$ cat src/include/lc4_params.svh
`ifndef LC4_PARAMS_SVH
`define LC4_PARAMS_SVH

// data and address width
`define LC4_XLEN 16

// register file geometry
`define LC4_NREGS 8
`define LC4_RSEL_W 3

// condition code width with N in bit 2 and P in bit 0
`define LC4_NZP_W 3

// first fetch address out of reset
`define LC4_RESET_PC 16'h8200

// instruction field widths
`define LC4_OPC_W 4
`define LC4_IMM5_W 5
`define LC4_IMM6_W 6
`define LC4_IMM9_W 9

`endif

$ cat src/design/lc4_pkg.sv
`default_nettype none
`include "lc4_params.svh"

package lc4_pkg;

    typedef logic [`LC4_XLEN-1:0] word_t;
    typedef logic [`LC4_RSEL_W-1:0] rsel_t;
    typedef logic [`LC4_NZP_W-1:0] nzp_t;

    typedef enum logic [`LC4_OPC_W-1:0] {
        OP_BR    = 4'b0000,
        OP_ARITH = 4'b0001,
        OP_LOGIC = 4'b0101,
        OP_LDR   = 4'b0110,
        OP_STR   = 4'b0111,
        OP_CONST = 4'b1001
    } opcode_e;

    typedef enum logic [2:0] {
        ALU_ADD,
        ALU_SUB,
        ALU_AND,
        ALU_OR,
        ALU_XOR,
        ALU_PASS_IMM,
        ALU_ADDR,
        ALU_BR_TGT
    } alu_op_e;

    typedef struct packed {
        rsel_t   rs_sel;
        rsel_t   rt_sel;
        rsel_t   rd_sel;
        logic    rs_re;
        logic    rt_re;
        logic    rd_we;
        logic    nzp_we;
        logic    is_load;
        logic    is_store;
        logic    is_branch;
        alu_op_e alu_op;
        word_t   imm;
        nzp_t    br_cond;
    } ctrl_t;

    // why a slot reaching W carries no instruction
    typedef enum logic [1:0] {
        STALL_NONE         = 2'd0,
        STALL_BRANCH_FLUSH = 2'd2,
        STALL_LOAD         = 2'd3
    } stall_e;

    typedef enum logic [1:0] {
        FWD_REGFILE,
        FWD_FROM_M,
        FWD_FROM_W
    } fwd_sel_e;

    typedef struct packed {
        word_t addr;
        logic  we;
        word_t wdata;
    } dmem_req_t;

    typedef struct packed {
        logic   valid;
        stall_e stall;
        word_t  pc;
        word_t  insn;
        logic   rd_we;
        rsel_t  rd;
        word_t  wdata;
        nzp_t   nzp;
    } retire_t;

    // sign of a value as the one-hot N/Z/P code
    function automatic nzp_t nzp_of(input word_t value);
        if (value == '0) begin
            return 3'b010;
        end
        return value[`LC4_XLEN-1] ? 3'b100 : 3'b001;
    endfunction

endpackage

`default_nettype wire

$ cat src/design/lc4_decoder.sv
`timescale 1ns/1ps
`default_nettype none
`include "lc4_params.svh"

module lc4_decoder
    import lc4_pkg::*;
(
    input  wire word_t i_insn,
    output ctrl_t      o_ctrl
);
    opcode_e opc;

    // low bits of field hold the immediate and the rest is shifted out
    function automatic word_t sext(input word_t field, input int unsigned width);
        word_t shifted;
        shifted = field << (`LC4_XLEN - width);
        return word_t'($signed(shifted) >>> (`LC4_XLEN - width));
    endfunction

    assign opc = opcode_e'(i_insn[15:12]);

    always_comb begin
        o_ctrl = '0;
        case (opc)
            OP_BR: begin
                // all condition bits clear is the NOP
                if (i_insn[11:9] != '0) begin
                    o_ctrl.is_branch = 1'b1;
                    o_ctrl.br_cond   = i_insn[11:9];
                    o_ctrl.alu_op    = ALU_BR_TGT;
                    o_ctrl.imm       = sext(i_insn, `LC4_IMM9_W);
                end
            end
            OP_ARITH, OP_LOGIC: begin
                o_ctrl.rd_sel = i_insn[11:9];
                o_ctrl.rs_sel = i_insn[8:6];
                o_ctrl.rt_sel = i_insn[2:0];
                o_ctrl.rs_re  = 1'b1;
                o_ctrl.rt_re  = !i_insn[5];
                o_ctrl.rd_we  = 1'b1;
                o_ctrl.nzp_we = 1'b1;
                o_ctrl.imm    = sext(i_insn, `LC4_IMM5_W);
                if (i_insn[5]) begin
                    o_ctrl.alu_op = (opc == OP_ARITH) ? ALU_ADD : ALU_AND;
                end else begin
                    case ({opc == OP_LOGIC, i_insn[4:3]})
                        3'b000:  o_ctrl.alu_op = ALU_ADD;
                        3'b010:  o_ctrl.alu_op = ALU_SUB;
                        3'b100:  o_ctrl.alu_op = ALU_AND;
                        3'b110:  o_ctrl.alu_op = ALU_OR;
                        3'b111:  o_ctrl.alu_op = ALU_XOR;
                        // MUL, DIV and NOT fall back to a NOP
                        default: o_ctrl = '0;
                    endcase
                end
            end
            OP_LDR: begin
                o_ctrl.rd_sel  = i_insn[11:9];
                o_ctrl.rs_sel  = i_insn[8:6];
                o_ctrl.rs_re   = 1'b1;
                o_ctrl.rd_we   = 1'b1;
                o_ctrl.nzp_we  = 1'b1;
                o_ctrl.is_load = 1'b1;
                o_ctrl.alu_op  = ALU_ADDR;
                o_ctrl.imm     = sext(i_insn, `LC4_IMM6_W);
            end
            OP_STR: begin
                // store data comes in on the rt port
                o_ctrl.rt_sel   = i_insn[11:9];
                o_ctrl.rs_sel   = i_insn[8:6];
                o_ctrl.rs_re    = 1'b1;
                o_ctrl.rt_re    = 1'b1;
                o_ctrl.is_store = 1'b1;
                o_ctrl.alu_op   = ALU_ADDR;
                o_ctrl.imm      = sext(i_insn, `LC4_IMM6_W);
            end
            OP_CONST: begin
                o_ctrl.rd_sel = i_insn[11:9];
                o_ctrl.rd_we  = 1'b1;
                o_ctrl.nzp_we = 1'b1;
                o_ctrl.alu_op = ALU_PASS_IMM;
                o_ctrl.imm    = sext(i_insn, `LC4_IMM9_W);
            end
            default: o_ctrl = '0;
        endcase
    end

endmodule

`default_nettype wire

$ cat src/design/lc4_regfile.sv
`timescale 1ns/1ps
`default_nettype none
`include "lc4_params.svh"

module lc4_regfile
    import lc4_pkg::*;
(
    input  wire logic  gwe,
    input  wire logic  i_reset,
    input  wire rsel_t i_rs_sel,
    input  wire rsel_t i_rt_sel,
    output word_t      o_rs_data,
    output word_t      o_rt_data,
    input  wire rsel_t i_rd_sel,
    input  wire logic  i_rd_we,
    input  wire word_t i_rd_data
);
    word_t regs [`LC4_NREGS];

    always_ff @(posedge gwe) begin
        if (i_reset) begin
            for (int i = 0; i < `LC4_NREGS; i++) begin
                regs[i] <= '0;
            end
        end else if (i_rd_we) begin
            regs[i_rd_sel] <= i_rd_data;
        end
    end

    // write-through so D sees the value W retires in the same cycle
    assign o_rs_data = (i_rd_we && i_rd_sel == i_rs_sel) ? i_rd_data : regs[i_rs_sel];
    assign o_rt_data = (i_rd_we && i_rd_sel == i_rt_sel) ? i_rd_data : regs[i_rt_sel];

endmodule

`default_nettype wire

$ cat src/design/lc4_alu.sv
`timescale 1ns/1ps
`default_nettype none

module lc4_alu
    import lc4_pkg::*;
(
    input  wire alu_op_e i_op,
    input  wire word_t   i_a,
    input  wire word_t   i_b,
    input  wire word_t   i_imm,
    input  wire word_t   i_pc,
    output word_t        o_result,
    output nzp_t         o_nzp
);

    always_comb begin
        case (i_op)
            ALU_ADD:      o_result = i_a + i_b;
            ALU_SUB:      o_result = i_a - i_b;
            ALU_AND:      o_result = i_a & i_b;
            ALU_OR:       o_result = i_a | i_b;
            ALU_XOR:      o_result = i_a ^ i_b;
            ALU_PASS_IMM: o_result = i_imm;
            // base plus offset for loads and stores
            ALU_ADDR:     o_result = i_a + i_imm;
            // branch target is relative to the next PC
            ALU_BR_TGT:   o_result = i_pc + 1'b1 + i_imm;
            default:      o_result = '0;
        endcase
    end

    assign o_nzp = nzp_of(o_result);

endmodule

`default_nettype wire

$ cat src/design/lc4_hazard_unit.sv
`timescale 1ns/1ps
`default_nettype none

module lc4_hazard_unit
    import lc4_pkg::*;
(
    input  wire ctrl_t i_d_ctrl,
    input  wire ctrl_t i_x_ctrl,
    input  wire ctrl_t i_m_ctrl,
    input  wire ctrl_t i_w_ctrl,
    input  wire logic  i_branch_taken,
    output fwd_sel_e   o_fwd_rs,
    output fwd_sel_e   o_fwd_rt,
    output logic       o_fwd_store,
    output logic       o_stall,
    output logic       o_flush
);
    logic load_use;
    logic load_branch;

    function automatic fwd_sel_e src_of(input rsel_t sel, input logic re,
                                        input ctrl_t m, input ctrl_t w);
        fwd_sel_e src;
        src = FWD_REGFILE;
        if (re && w.rd_we && w.rd_sel == sel) begin
            src = FWD_FROM_W;
        end
        // the younger producer in M wins but a load in M has no data yet
        if (re && m.rd_we && !m.is_load && m.rd_sel == sel) begin
            src = FWD_FROM_M;
        end
        return src;
    endfunction

    assign o_fwd_rs = src_of(i_x_ctrl.rs_sel, i_x_ctrl.rs_re, i_m_ctrl, i_w_ctrl);
    assign o_fwd_rt = src_of(i_x_ctrl.rt_sel, i_x_ctrl.rt_re, i_m_ctrl, i_w_ctrl);

    // store data still stale in M is patched from W
    assign o_fwd_store = i_m_ctrl.is_store && i_w_ctrl.rd_we
                         && i_w_ctrl.rd_sel == i_m_ctrl.rt_sel;

    // store data is left out here since W-to-M bypass covers it
    assign load_use = i_x_ctrl.is_load
                      && ((i_d_ctrl.rs_re && i_d_ctrl.rs_sel == i_x_ctrl.rd_sel)
                          || (i_d_ctrl.rt_re && !i_d_ctrl.is_store
                              && i_d_ctrl.rt_sel == i_x_ctrl.rd_sel));

    // loads set NZP at the end of M, too late for a branch right behind
    assign load_branch = i_x_ctrl.is_load && i_d_ctrl.is_branch;

    assign o_flush = i_branch_taken;
    assign o_stall = (load_use || load_branch) && !i_branch_taken;

endmodule

`default_nettype wire

$ cat src/design/lc4_pipeline.sv
`timescale 1ns/1ps
`default_nettype none
`include "lc4_params.svh"

module lc4_pipeline
    import lc4_pkg::*;
(
    input  wire logic  gwe,
    input  wire logic  i_reset,
    output word_t      o_imem_addr,
    input  wire word_t i_imem_insn,
    output dmem_req_t  o_dmem,
    input  wire word_t i_dmem_rdata,
    output retire_t    o_retire
);
    word_t    pc_q;
    nzp_t     nzp_q;

    logic     d_valid;
    stall_e   d_stall;
    word_t    d_pc, d_insn, d_rs_data, d_rt_data;
    ctrl_t    d_dec, d_ctrl;

    logic     x_valid;
    stall_e   x_stall;
    ctrl_t    x_ctrl;
    word_t    x_pc, x_insn, x_rs_data, x_rt_data;
    word_t    x_a, x_rt_fwd, x_result;
    nzp_t     x_nzp;

    logic     m_valid;
    stall_e   m_stall;
    ctrl_t    m_ctrl;
    word_t    m_pc, m_insn, m_alu, m_rt_data, m_store_data;

    logic     w_valid;
    stall_e   w_stall;
    ctrl_t    w_ctrl;
    word_t    w_pc, w_insn, w_alu, w_ld_data, w_wdata;

    logic     branch_taken;
    logic     stall;
    logic     flush;
    logic     fwd_store;
    fwd_sel_e fwd_rs;
    fwd_sel_e fwd_rt;

    function automatic word_t bypass(input fwd_sel_e sel, input word_t rf_val,
                                     input word_t m_val, input word_t w_val);
        case (sel)
            FWD_FROM_M: return m_val;
            FWD_FROM_W: return w_val;
            default:    return rf_val;
        endcase
    endfunction

    lc4_decoder lc4_decoder_inst (
        .i_insn (d_insn),
        .o_ctrl (d_dec)
    );

    // a bubble in D must not look like an instruction to the hazard unit
    assign d_ctrl = d_valid ? d_dec : '0;

    lc4_regfile lc4_regfile_inst (
        .gwe       (gwe),
        .i_reset   (i_reset),
        .i_rs_sel  (d_ctrl.rs_sel),
        .i_rt_sel  (d_ctrl.rt_sel),
        .o_rs_data (d_rs_data),
        .o_rt_data (d_rt_data),
        .i_rd_sel  (w_ctrl.rd_sel),
        .i_rd_we   (w_ctrl.rd_we),
        .i_rd_data (w_wdata)
    );

    assign x_a      = bypass(fwd_rs, x_rs_data, m_alu, w_wdata);
    assign x_rt_fwd = bypass(fwd_rt, x_rt_data, m_alu, w_wdata);

    lc4_alu lc4_alu_inst (
        .i_op     (x_ctrl.alu_op),
        .i_a      (x_a),
        .i_b      (x_ctrl.rt_re ? x_rt_fwd : x_ctrl.imm),
        .i_imm    (x_ctrl.imm),
        .i_pc     (x_pc),
        .o_result (x_result),
        .o_nzp    (x_nzp)
    );

    assign branch_taken = x_ctrl.is_branch && ((x_ctrl.br_cond & nzp_q) != '0);

    lc4_hazard_unit lc4_hazard_unit_inst (
        .i_d_ctrl       (d_ctrl),
        .i_x_ctrl       (x_ctrl),
        .i_m_ctrl       (m_ctrl),
        .i_w_ctrl       (w_ctrl),
        .i_branch_taken (branch_taken),
        .o_fwd_rs       (fwd_rs),
        .o_fwd_rt       (fwd_rt),
        .o_fwd_store    (fwd_store),
        .o_stall        (stall),
        .o_flush        (flush)
    );

    // a flush or stall turns the slot into a bubble
    always_ff @(posedge gwe) begin
        if (i_reset) begin
            pc_q    <= `LC4_RESET_PC;
            d_valid <= 1'b0;
            d_stall <= STALL_NONE;
            x_valid <= 1'b0;
            x_stall <= STALL_NONE;
            x_ctrl  <= '0;
            m_valid <= 1'b0;
            m_stall <= STALL_NONE;
            m_ctrl  <= '0;
            w_valid <= 1'b0;
            w_stall <= STALL_NONE;
            w_ctrl  <= '0;
        end else begin
            m_valid <= x_valid;
            m_stall <= x_stall;
            m_ctrl  <= x_ctrl;
            w_valid <= m_valid;
            w_stall <= m_stall;
            w_ctrl  <= m_ctrl;
            if (flush) begin
                pc_q    <= x_result;
                d_valid <= 1'b0;
                d_stall <= STALL_BRANCH_FLUSH;
                x_valid <= 1'b0;
                x_stall <= STALL_BRANCH_FLUSH;
                x_ctrl  <= '0;
            end else if (stall) begin
                // F and D hold while X takes the bubble
                x_valid <= 1'b0;
                x_stall <= STALL_LOAD;
                x_ctrl  <= '0;
            end else begin
                pc_q    <= pc_q + 1'b1;
                d_valid <= 1'b1;
                d_stall <= STALL_NONE;
                x_valid <= d_valid;
                x_stall <= d_stall;
                x_ctrl  <= d_ctrl;
            end
        end
    end

    always_ff @(posedge gwe) begin
        if (!stall) begin
            d_pc   <= pc_q;
            d_insn <= i_imem_insn;
        end
        x_pc      <= d_pc;
        x_insn    <= d_insn;
        x_rs_data <= d_rs_data;
        x_rt_data <= d_rt_data;
        m_pc      <= x_pc;
        m_insn    <= x_insn;
        m_alu     <= x_result;
        m_rt_data <= x_rt_fwd;
        w_pc      <= m_pc;
        w_insn    <= m_insn;
        w_alu     <= m_alu;
        w_ld_data <= i_dmem_rdata;
    end

    // ALU results land at the end of X and loads at the end of M
    // so the younger one in X wins when both arrive together
    always_ff @(posedge gwe) begin
        if (i_reset) begin
            nzp_q <= '0;
        end else if (x_ctrl.nzp_we && !x_ctrl.is_load) begin
            nzp_q <= x_nzp;
        end else if (m_ctrl.is_load) begin
            nzp_q <= nzp_of(i_dmem_rdata);
        end
    end

    assign o_imem_addr  = pc_q;
    assign m_store_data = fwd_store ? w_wdata : m_rt_data;

    always_comb begin
        o_dmem.addr  = (m_ctrl.is_load || m_ctrl.is_store) ? m_alu : '0;
        o_dmem.we    = m_ctrl.is_store;
        o_dmem.wdata = m_ctrl.is_store ? m_store_data : '0;
    end

    assign w_wdata = w_ctrl.is_load ? w_ld_data : w_alu;

    always_comb begin
        o_retire.valid = w_valid;
        o_retire.stall = w_stall;
        o_retire.pc    = w_pc;
        o_retire.insn  = w_insn;
        o_retire.rd_we = w_ctrl.rd_we;
        o_retire.rd    = w_ctrl.rd_sel;
        o_retire.wdata = w_wdata;
        o_retire.nzp   = w_ctrl.nzp_we ? nzp_of(w_wdata) : '0;
    end

endmodule

`default_nettype wire

$ cat config.mk
export PLATFORM = sky130hd
export DESIGN_NAME = lc4_pipeline
export DESIGN_NICKNAME = d
export VERILOG_FILES = /design/src/design/lc4_pkg.sv /design/src/design/lc4_decoder.sv /design/src/design/lc4_regfile.sv /design/src/design/lc4_alu.sv /design/src/design/lc4_hazard_unit.sv /design/src/design/lc4_pipeline.sv
export VERILOG_INCLUDE_DIRS = /design/src /design/src/include
export SDC_FILE = /design/constraint.sdc
export NUM_CORES = 1
export LEC_CHECK = 0
export ABC_AREA = 1
export BUFFER_PORTS_ARGS = -buffer_cell sky130_fd_sc_hd__buf_4
export CORE_UTILIZATION = 35
export CTS_CLUSTER_DIAMETER = 120
export DETAILED_ROUTE_END_ITERATION = 7
export PLACE_DENSITY = 0.61
export SKIP_CTS_REPAIR_TIMING = 1
export SYNTH_ARGS = -nofsm -noshare
export SYNTH_HDL_FRONTEND = slang
export SYNTH_SLANG_ARGS = --single-unit
$ cat constraint.sdc
create_clock -name gwe -period 4.67 [get_ports gwe]
set_input_delay 0.934 -clock gwe [delete_from_list [all_inputs] [get_ports gwe]]
set_output_delay 0.934 -clock gwe [all_outputs]
set_load 0.02 [all_outputs]
==> impl_summary.md, run 1 <==
GRT
Global routing consumed, over all layers together, roughly 22% of the routing resources. In the global route stage, met1 resource usage came out at 28.7%. The initial antenna violation count came to 0.

The busiest metal layer after global routing is met2. The number of global-route vias before repair is 16.8k. Entering global routing, the biggest net connects 76 pins. Global routing finished with a remaining overflow of 0.

The wire length of the first global-routing pass is 97.2 mm. In the global route stage, met2 resource usage came out at 36.6%. In the global route stage, met3 resource usage came out at roughly 4%.

Timing
The post-layout minimum cycle time is between 4 and 5 ns. The fraction of the cycle the final worst path needs is 92.7%. For this run, the top clock speed supported by timing is 0.231 GHz.

The tightest hold margin is slightly above 0.3 ns. Measured against its own limit, the worst slew margin works out to 30.7%. The number of pins with negative max-slew slack in the final report is 0. Setup repair after global routing could not meet its margin everywhere. Setup violations remaining at the end of the flow were counted as 0. The clock tree skew after final layout is 0.0312 ns.

At the pin with the least slew margin, the transition time is 1.03 ns. The number of failing hold endpoints at the final stage is 0.

Layout
The largest registers in the layout are lc4_regfile_inst.regs x128, x_ctrl x30. The final core utilization is a little over two fifths. 0 antenna diodes ended up in the layout. The area growth from synthesis to layout is 19.9%. The register with the most flip-flops in the final layout is lc4_regfile_inst.regs. The number of flip-flops in the largest register is 128. For this run, the post-layout net count is 2,627. The fraction of final layout cells with drive strength greater than 1 is 16.9%.

The library cell used most frequently in the layout, excluding fill and tap cells, is sky130_fd_sc_hd__nand2_1. In the layout the commonest cells are 333 x sky130_fd_sc_hd__nand2_1, 297 x sky130_fd_sc_hd__nor2_1, 265 x sky130_fd_sc_hd__inv_1.

Critical path
STA classifies the critical path startpoint as a flip-flop. Counting both buffers and inverters, the worst setup path holds a total of 3. Along the worst path, the maximum fanout reaches 21.

The worst setup path is captured at a flip-flop. The critical path in this run is classified as reg -> reg. Traced cell by cell, the critical path runs through buf_4, o21a_1, inv_1, a221oi_1, ha_4, a21oi_1, o21a_1, nand2_2, nand2_1, and3_1, xor2_1, nand2_1, nand2_1, inv_1, nor3_2, nand3_1, nor2_1, nand4_1, a21oi_2. The delay of the slowest cell on the worst path is 0.88 ns.

At the worst endpoint, the required time is 5.17 ns. Among the stages of the critical path, the cell type that occurs most often is sky130_fd_sc_hd__nand2_1. At the worst endpoint, the arrival time is 4.83 ns. The slowest library cell on the worst path is sky130_fd_sc_hd__a221oi_1. The cell family contributing the most delay on the critical path is compound AO/OA/AOI/OAI gates.

Placement
Input and output buffers added on the ports amount to 140. The global placer's final weighted congestion is 0.907. The final HPWL from detailed placement is between 40 and 50 mm.

Synthesis
The largest area contributor in the netlist is sky130_fd_sc_hd__dfxtp_1. In this run, distinct cell masters in the synthesized netlist total 61. Sorting the synthesized cells by area gives the leading types as sky130_fd_sc_hd__dfxtp_1 27%, sky130_fd_sc_hd__edfxtp_1 24%, sky130_fd_sc_hd__nand2_1 6.4%.

The number of enable flip-flop cells after synthesis is 160. The average footprint of a synthesized cell is 8.44 um2. The number of warnings printed during yosys synthesis is 0.

In the synthesized netlist the dominant register cell turns out to be sky130_fd_sc_hd__dfxtp_1. The gate count after technology mapping is 2,370. The area share of the leading cell type in the synthesized netlist is 26.6%. The synthesized area is 20,000 um2. The part of the Yosys area used for sequential elements is 50.7%.

When the netlist entered floorplanning its net count stood at 2,470. Of all flip-flops after synthesis, the portion carrying an async set or reset was 0%. Synthesis inferred about 430 register bits.

Floorplan
The vertical die dimension is roughly 240 um. The area of the die is 58,100 um2. The core box area is 56,400 um2. The total number of placement rows is 87.

The I/O pin count is 141. The die is about 240 um wide. Once the floorplan was initialized, standard cells occupied a little over a third of the core.

Run
The number of max-cap violations is 0.

Drt
In this run, the number of DRC markers left after iteration 0 of detailed routing was 1,534. The first detailed-routing pass took 5 iterations. In the final routed layout, each cell accounts on average for 19.3 um. The overall via count from detail_route is 17.2k. For this run, design rule violations remaining after detail routing come to 0. For this block, the routed nets add up to 64.1 mm of wire. The number of nets with antenna violations after routing is 0.

Using the TritonRoute via totals, the vias-per-cell ratio works out to 5.18.

Clock tree
In this run, CTS created clock tree buffers numbering 49. The clock network latency to the later pin of the worst-skew pair is 0.60 ns. The H-tree was split into 2 levels. The clock passes through at most 3 buffers.

Counting every sink on the clock net gives 426. Clock-pin slew was measured on the worst setup and hold paths at 0.06 ns. The root buffer selected by CTS is sky130_fd_sc_hd__clkbuf_16. TritonCTS built the clock tree.

Power and ir drop
Sequential cells burn ~45% of the power. VDD sags by at most between 0.0003 and 0.0004 V. The combinational share of power is a little under an eighth.

In this run the static leakage power is approximately 10 nW. The power density over the cells is 387 nW/um2. The internal cell power is 6.89 mW. The final total power is 9.29 mW. The clock network burns 44.1% of the power. The switching power summed over all nets is around 2.4 mW.

Net switching is 25.8% of the power.

Min path
The type of the most critical hold path is reg -> reg.

Run status
The flow ran to the end, and the final reports show no timing, DRC or antenna violations.
[worst paths after layout]
| path | startpoint | endpoint | slack, ns | depth (start not counted) |
|---|---|---|---|---|
| max | w_ctrl[24] | nzp_q[1] | 0.34 | 19 |
| min | x_insn[7] | m_insn[7] | 0.30 | 0 |
| max reg2reg | w_ctrl[24] | nzp_q[1] | 0.34 | 19 |
| min reg2reg | x_insn[7] | m_insn[7] | 0.30 | 0 |
[final cells by class]
| class | count | area [um2] |
|---|---|---|
| clock buffers | 70 | 1430 |
| clock inverters | 22 | 305 |
| fillers | 5607 | 32400 |
| inverters | 289 | 1090 |
| multi-input cells | 1537 | 8320 |
| flip-flops and latches | 426 | 10100 |
| well taps | 756 | 946 |
| repair buffers | 224 | 1740 |
[synthesized netlist by cell type (all sizes together) (23+ instances only)]
cell type	number
a21oi	223
buf	41
clkbuf	76
dfxtp	266
edfxtp	160
ha	64
inv	287
nand2	368
nand3	91
nor2	317
nor3	35
o211ai	23
o21ai	221
xor2	25
[worst register-to-register path, cell delays in order, from the launching register on]
cell and delay (ns):
sky130_fd_sc_hd__dfxtp_2 0.45, sky130_fd_sc_hd__buf_4 0.28, sky130_fd_sc_hd__o21a_1 0.33, sky130_fd_sc_hd__inv_1 0.26, sky130_fd_sc_hd__a221oi_1 0.88, sky130_fd_sc_hd__ha_4 0.34
sky130_fd_sc_hd__a21oi_1 0.14, sky130_fd_sc_hd__o21a_1 0.15, sky130_fd_sc_hd__nand2_2 0.06, sky130_fd_sc_hd__nand2_1 0.06, sky130_fd_sc_hd__and3_1 0.20, sky130_fd_sc_hd__xor2_1 0.16
sky130_fd_sc_hd__nand2_1 0.07, sky130_fd_sc_hd__nand2_1 0.13, sky130_fd_sc_hd__inv_1 0.12, sky130_fd_sc_hd__nor3_2 0.21, sky130_fd_sc_hd__nand3_1 0.09, sky130_fd_sc_hd__nor2_1 0.10
sky130_fd_sc_hd__nand4_1 0.11, sky130_fd_sc_hd__a21oi_2 0.13
[layer usage]
metal  wire length [um]  share of wire, %
met2              29900                47
met1              27300                43
met4               1610               2.5
met3               5220               8.1
met5                  0                 0
[stage by stage]
stage | instances | setup slack [ns] | area, um2 | setup TNS, ns
after floorplan | 2370 | 0.496 | 20000 | 0
after global placement | 3230 | 0.141 | 22100 | 0
after detailed placement | 3230 | 0.0878 | 22100 | 0
after CTS | 3322 | 0.0320 | 23800 | 0
after global routing | 3324 | -0.0543 | 24000 | -0.118
final | 3324 | 0.341 | 24000 | 0
[cell families after synthesis]
logic type / after synthesis / share of synthesized area, %
simple gates: 855 / 18.8
compound gates: 583 / 16.6
flops: 426 / 50.7
buf+inv: 407 / 8.33
fa+ha+maj: 66 / 4.20
xor+xnor: 33 / 1.45
[power groups by stage]
stage / clock [mW] / combinational [mW] / sequential [mW]
after floorplan: 0 / 0.584 / 4.18
after global placement: 0 / 0.991 / 4.22
after detailed placement: 0 / 1.00 / 4.22
after CTS: 4.17 / 1.01 / 4.14
after global routing: 4.32 / 1.13 / 4.16
final: 4.10 / 1.05 / 4.14
Power figures use the tool's default switching activity.
==> run 2: changes to the inputs <==
--- a/config.mk
+++ b/config.mk
@@ -9,6 +9,7 @@
 export ABC_AREA = 1
 export BUFFER_PORTS_ARGS = -buffer_cell sky130_fd_sc_hd__buf_4
 export CORE_UTILIZATION = 35
+export CTS_BUF_LIST = sky130_fd_sc_hd__clkbuf_4 sky130_fd_sc_hd__clkbuf_8
 export CTS_CLUSTER_DIAMETER = 120
 export DETAILED_ROUTE_END_ITERATION = 7
 export PLACE_DENSITY = 0.61
==> impl_summary.md, run 2 (synthesis results as in run 1) <==
Drt
After detailed routing, the average wire length per cell comes to 19.0 um. In this run, the number of DRC markers left after iteration 0 of detailed routing was 1,523. Using the TritonRoute via totals, the vias-per-cell ratio works out to 5.13. The first-pass detailed-route iteration total is 8. Once detail routing completed, the nets flagged for antenna violations numbered 0.

In the routed design, unresolved DRC markers number 1. The overall via count from detail_route is between 15k and 20k. Summed over all layers, the routed wires come to 64.2 mm.

Timing
The number of failing hold endpoints at the final stage is 0. For the pin with the worst max-slew slack, the measured transition is 0.925 ns. Dividing the final minimum period by the clock period gives around 90%.

Setup repair after global routing could not meet its margin everywhere. The clock tree skew after final layout is about 0.044 ns. For this run, the top clock speed supported by timing is 0.232 GHz. The number of pins with negative max-slew slack in the final report is 0. Setup violations remaining at the end of the flow were counted as 0. The headroom to the max-slew limit is 38.3%. The post-layout minimum cycle time is 4.31 ns.

GRT
The initial antenna violation count is 0. Global routing used 22.2% of the available tracks. After global routing the overflow that remains totals 0. The wire length of the first global-routing pass is 97.6 mm. The number of global-route vias before repair is 17.0k. The maximum number of pins on one net before global-route repair is 76.

Layout
The most common library cell in the layout ignoring fill and taps is sky130_fd_sc_hd__nand2_1. lc4_regfile_inst.regs holds more flip-flops than any other register. Relative to the synthesized area, the layout overhead comes to 19.7%. In the final layout, the multi-input gates occupy 8310 um2. After filler insertion, the fill cell instance count of the layout stands at 5,617.

The number of flip-flops in the largest register is 128. 0 antenna diodes ended up in the layout. In the layout the commonest cells are 336 x sky130_fd_sc_hd__nand2_1, 296 x sky130_fd_sc_hd__nor2_1, 265 x sky130_fd_sc_hd__inv_1. The final core utilization is a little over two fifths.

The combined flip-flop and latch cell area is roughly 10,000 um2. In the final layout, the registers with the most flip-flops are lc4_regfile_inst.regs x128, x_ctrl x30. The fraction of final layout cells with drive strength greater than 1 is 18.5%. The net count reported at finish is 2,655.

Floorplan
The core box area is 56,400 um2. The area of the die is 58,100 um2. Once the floorplan was initialized, standard cells occupied 35.5% of the core. The I/O pin count is 141. The die extent in x is 241 um.

The vertical die dimension is 241 um. The total number of placement rows is 87.

Critical path
The critical path class is reg -> reg. For this design, the slowest cell found on the critical path is sky130_fd_sc_hd__ha_1. The cell seen most often among critical-path stages is sky130_fd_sc_hd__nand2_1.

The largest single stage delay on the critical path is between 0.3 and 0.4 ns. The worst setup path is launched from a flip-flop. At the worst endpoint, the arrival time is between 4 and 5 ns. Along the worst path, the maximum fanout reaches 12. STA puts the critical path data required time at 5.25 ns. The category of the worst setup path capture point is a flip-flop.

Clock tree
The root buffer selected by CTS is sky130_fd_sc_hd__clkbuf_8. The clock network latency to the later pin of the worst-skew pair is 0.67 ns. Clock-pin slew was measured on the worst setup and hold paths at 0.06 ns. Clock tree synthesis inserted a total of 77 buffers. Counting every sink on the clock net gives between 400 and 500. TritonCTS built the clock tree. The H-tree generated during clock tree synthesis spans 3 levels. The buffer depth of the longest clock path is 3.

Power and ir drop
Sequential cells burn 45.9% of the power. IR analysis of the VDD net gives a maximum drop of 0.000250 V. The internal power of the cells totals about 6.6 mW. In this run the power density over the cells is 377 nW/um2.

The share of power burned in the clock network is around 43%. The switching power summed over all nets is 2.42 mW. The combinational share of power is 11.5%.

The leakage dissipation is 10.3 nW. The proportion of total power due to net switching is between 20% and 30%. The design draws 9.02 mW.

Run status
The final reports fail on DRC. The flow ran to the end, but the final reports show violations.

Placement
Input and output buffers added on the ports amount to 140. The final HPWL from detailed placement is 45.3 mm. The global placer's final weighted congestion is 0.907.

Min path
The type of the most critical hold path is reg -> reg.

Run
The number of max-cap violations is 0.
==> run 2: cell types whose count changed in the layout (fill, tap and decap cells not counted), sizes merged <==
cell,before,now
clkinv,11,19
clkbuf,70,116
clkinvlp,2,3
bufinv,7,3
inv,291,289
==> run 2: layout make-up <==
cell class	count	area share, %
Clock buffer	116	6.28
Tap cell	756	3.95
Multi-Input combinational cell	1537	34.7
Inverter	289	4.55
Sequential cell	426	42.4
Timing Repair Buffer	224	7.25
Clock inverter	25	0.884
==> run 2: per-stage QoR <==
| step | hold slack (ns) | TNS (ns) | instance area (um2) | setup slack [ns] | instances |
|---|---|---|---|---|---|
| after global placement | 0.310 | 0 | 22100 | 0.141 | 3230 |
| after CTS | 0.323 | 0 | 23800 | 0.0706 | 3371 |
| final | 0.324 | 0 | 23900 | 0.356 | 3373 |
| after global routing | 0.328 | -0.0147 | 23900 | -0.0111 | 3373 |
| after floorplan | 0.310 | 0 | 20000 | 0.496 | 2370 |
| after detailed placement | 0.312 | 0 | 22100 | 0.0878 | 3230 |
==> run 2: power by group through the flow <==
stage / clock (mW) / combinational, mW / sequential, mW
final: 3.84 / 1.04 / 4.14
after floorplan: 0 / 0.584 / 4.18
after detailed placement: 0 / 1.00 / 4.22
after CTS: 3.93 / 1.01 / 4.14
after global routing: 4.09 / 1.13 / 4.16
after global placement: 0 / 0.991 / 4.22
==> run 2: critical path: cells and delay by family (launching register included) <==
kind            cells  cell delay [ns]
fa+ha+maj           1             0.39
compound gates      2             0.25
buf+inv             7             0.66
xor+xnor            1             0.14
simple gates       25             2.51
flops               1             0.33
==> run 2: layer usage <==
| metal | GRT usage (%) | wire length (um) | up-vias |
|---|---|---|---|
| li1 | - | - | 8345 |
| met1 | 28.4 | 27000 | 8114 |
| met2 | 36.7 | 30000 | 745 |
| met3 | 4.83 | 5410 | 108 |
| met4 | 8.21 | 1710 | 0 |
| met5 | 0 | 0 | - |
==> run 2: final timing paths <==
path	from	end	slack, ns	depth (start not counted)
max	m_ctrl[30]	nzp_q[1]	0.36	36
min	m_insn[3]	w_insn[3]	0.32	0
max reg2reg	m_ctrl[30]	nzp_q[1]	0.36	36
min reg2reg	m_insn[3]	w_insn[3]	0.32	0
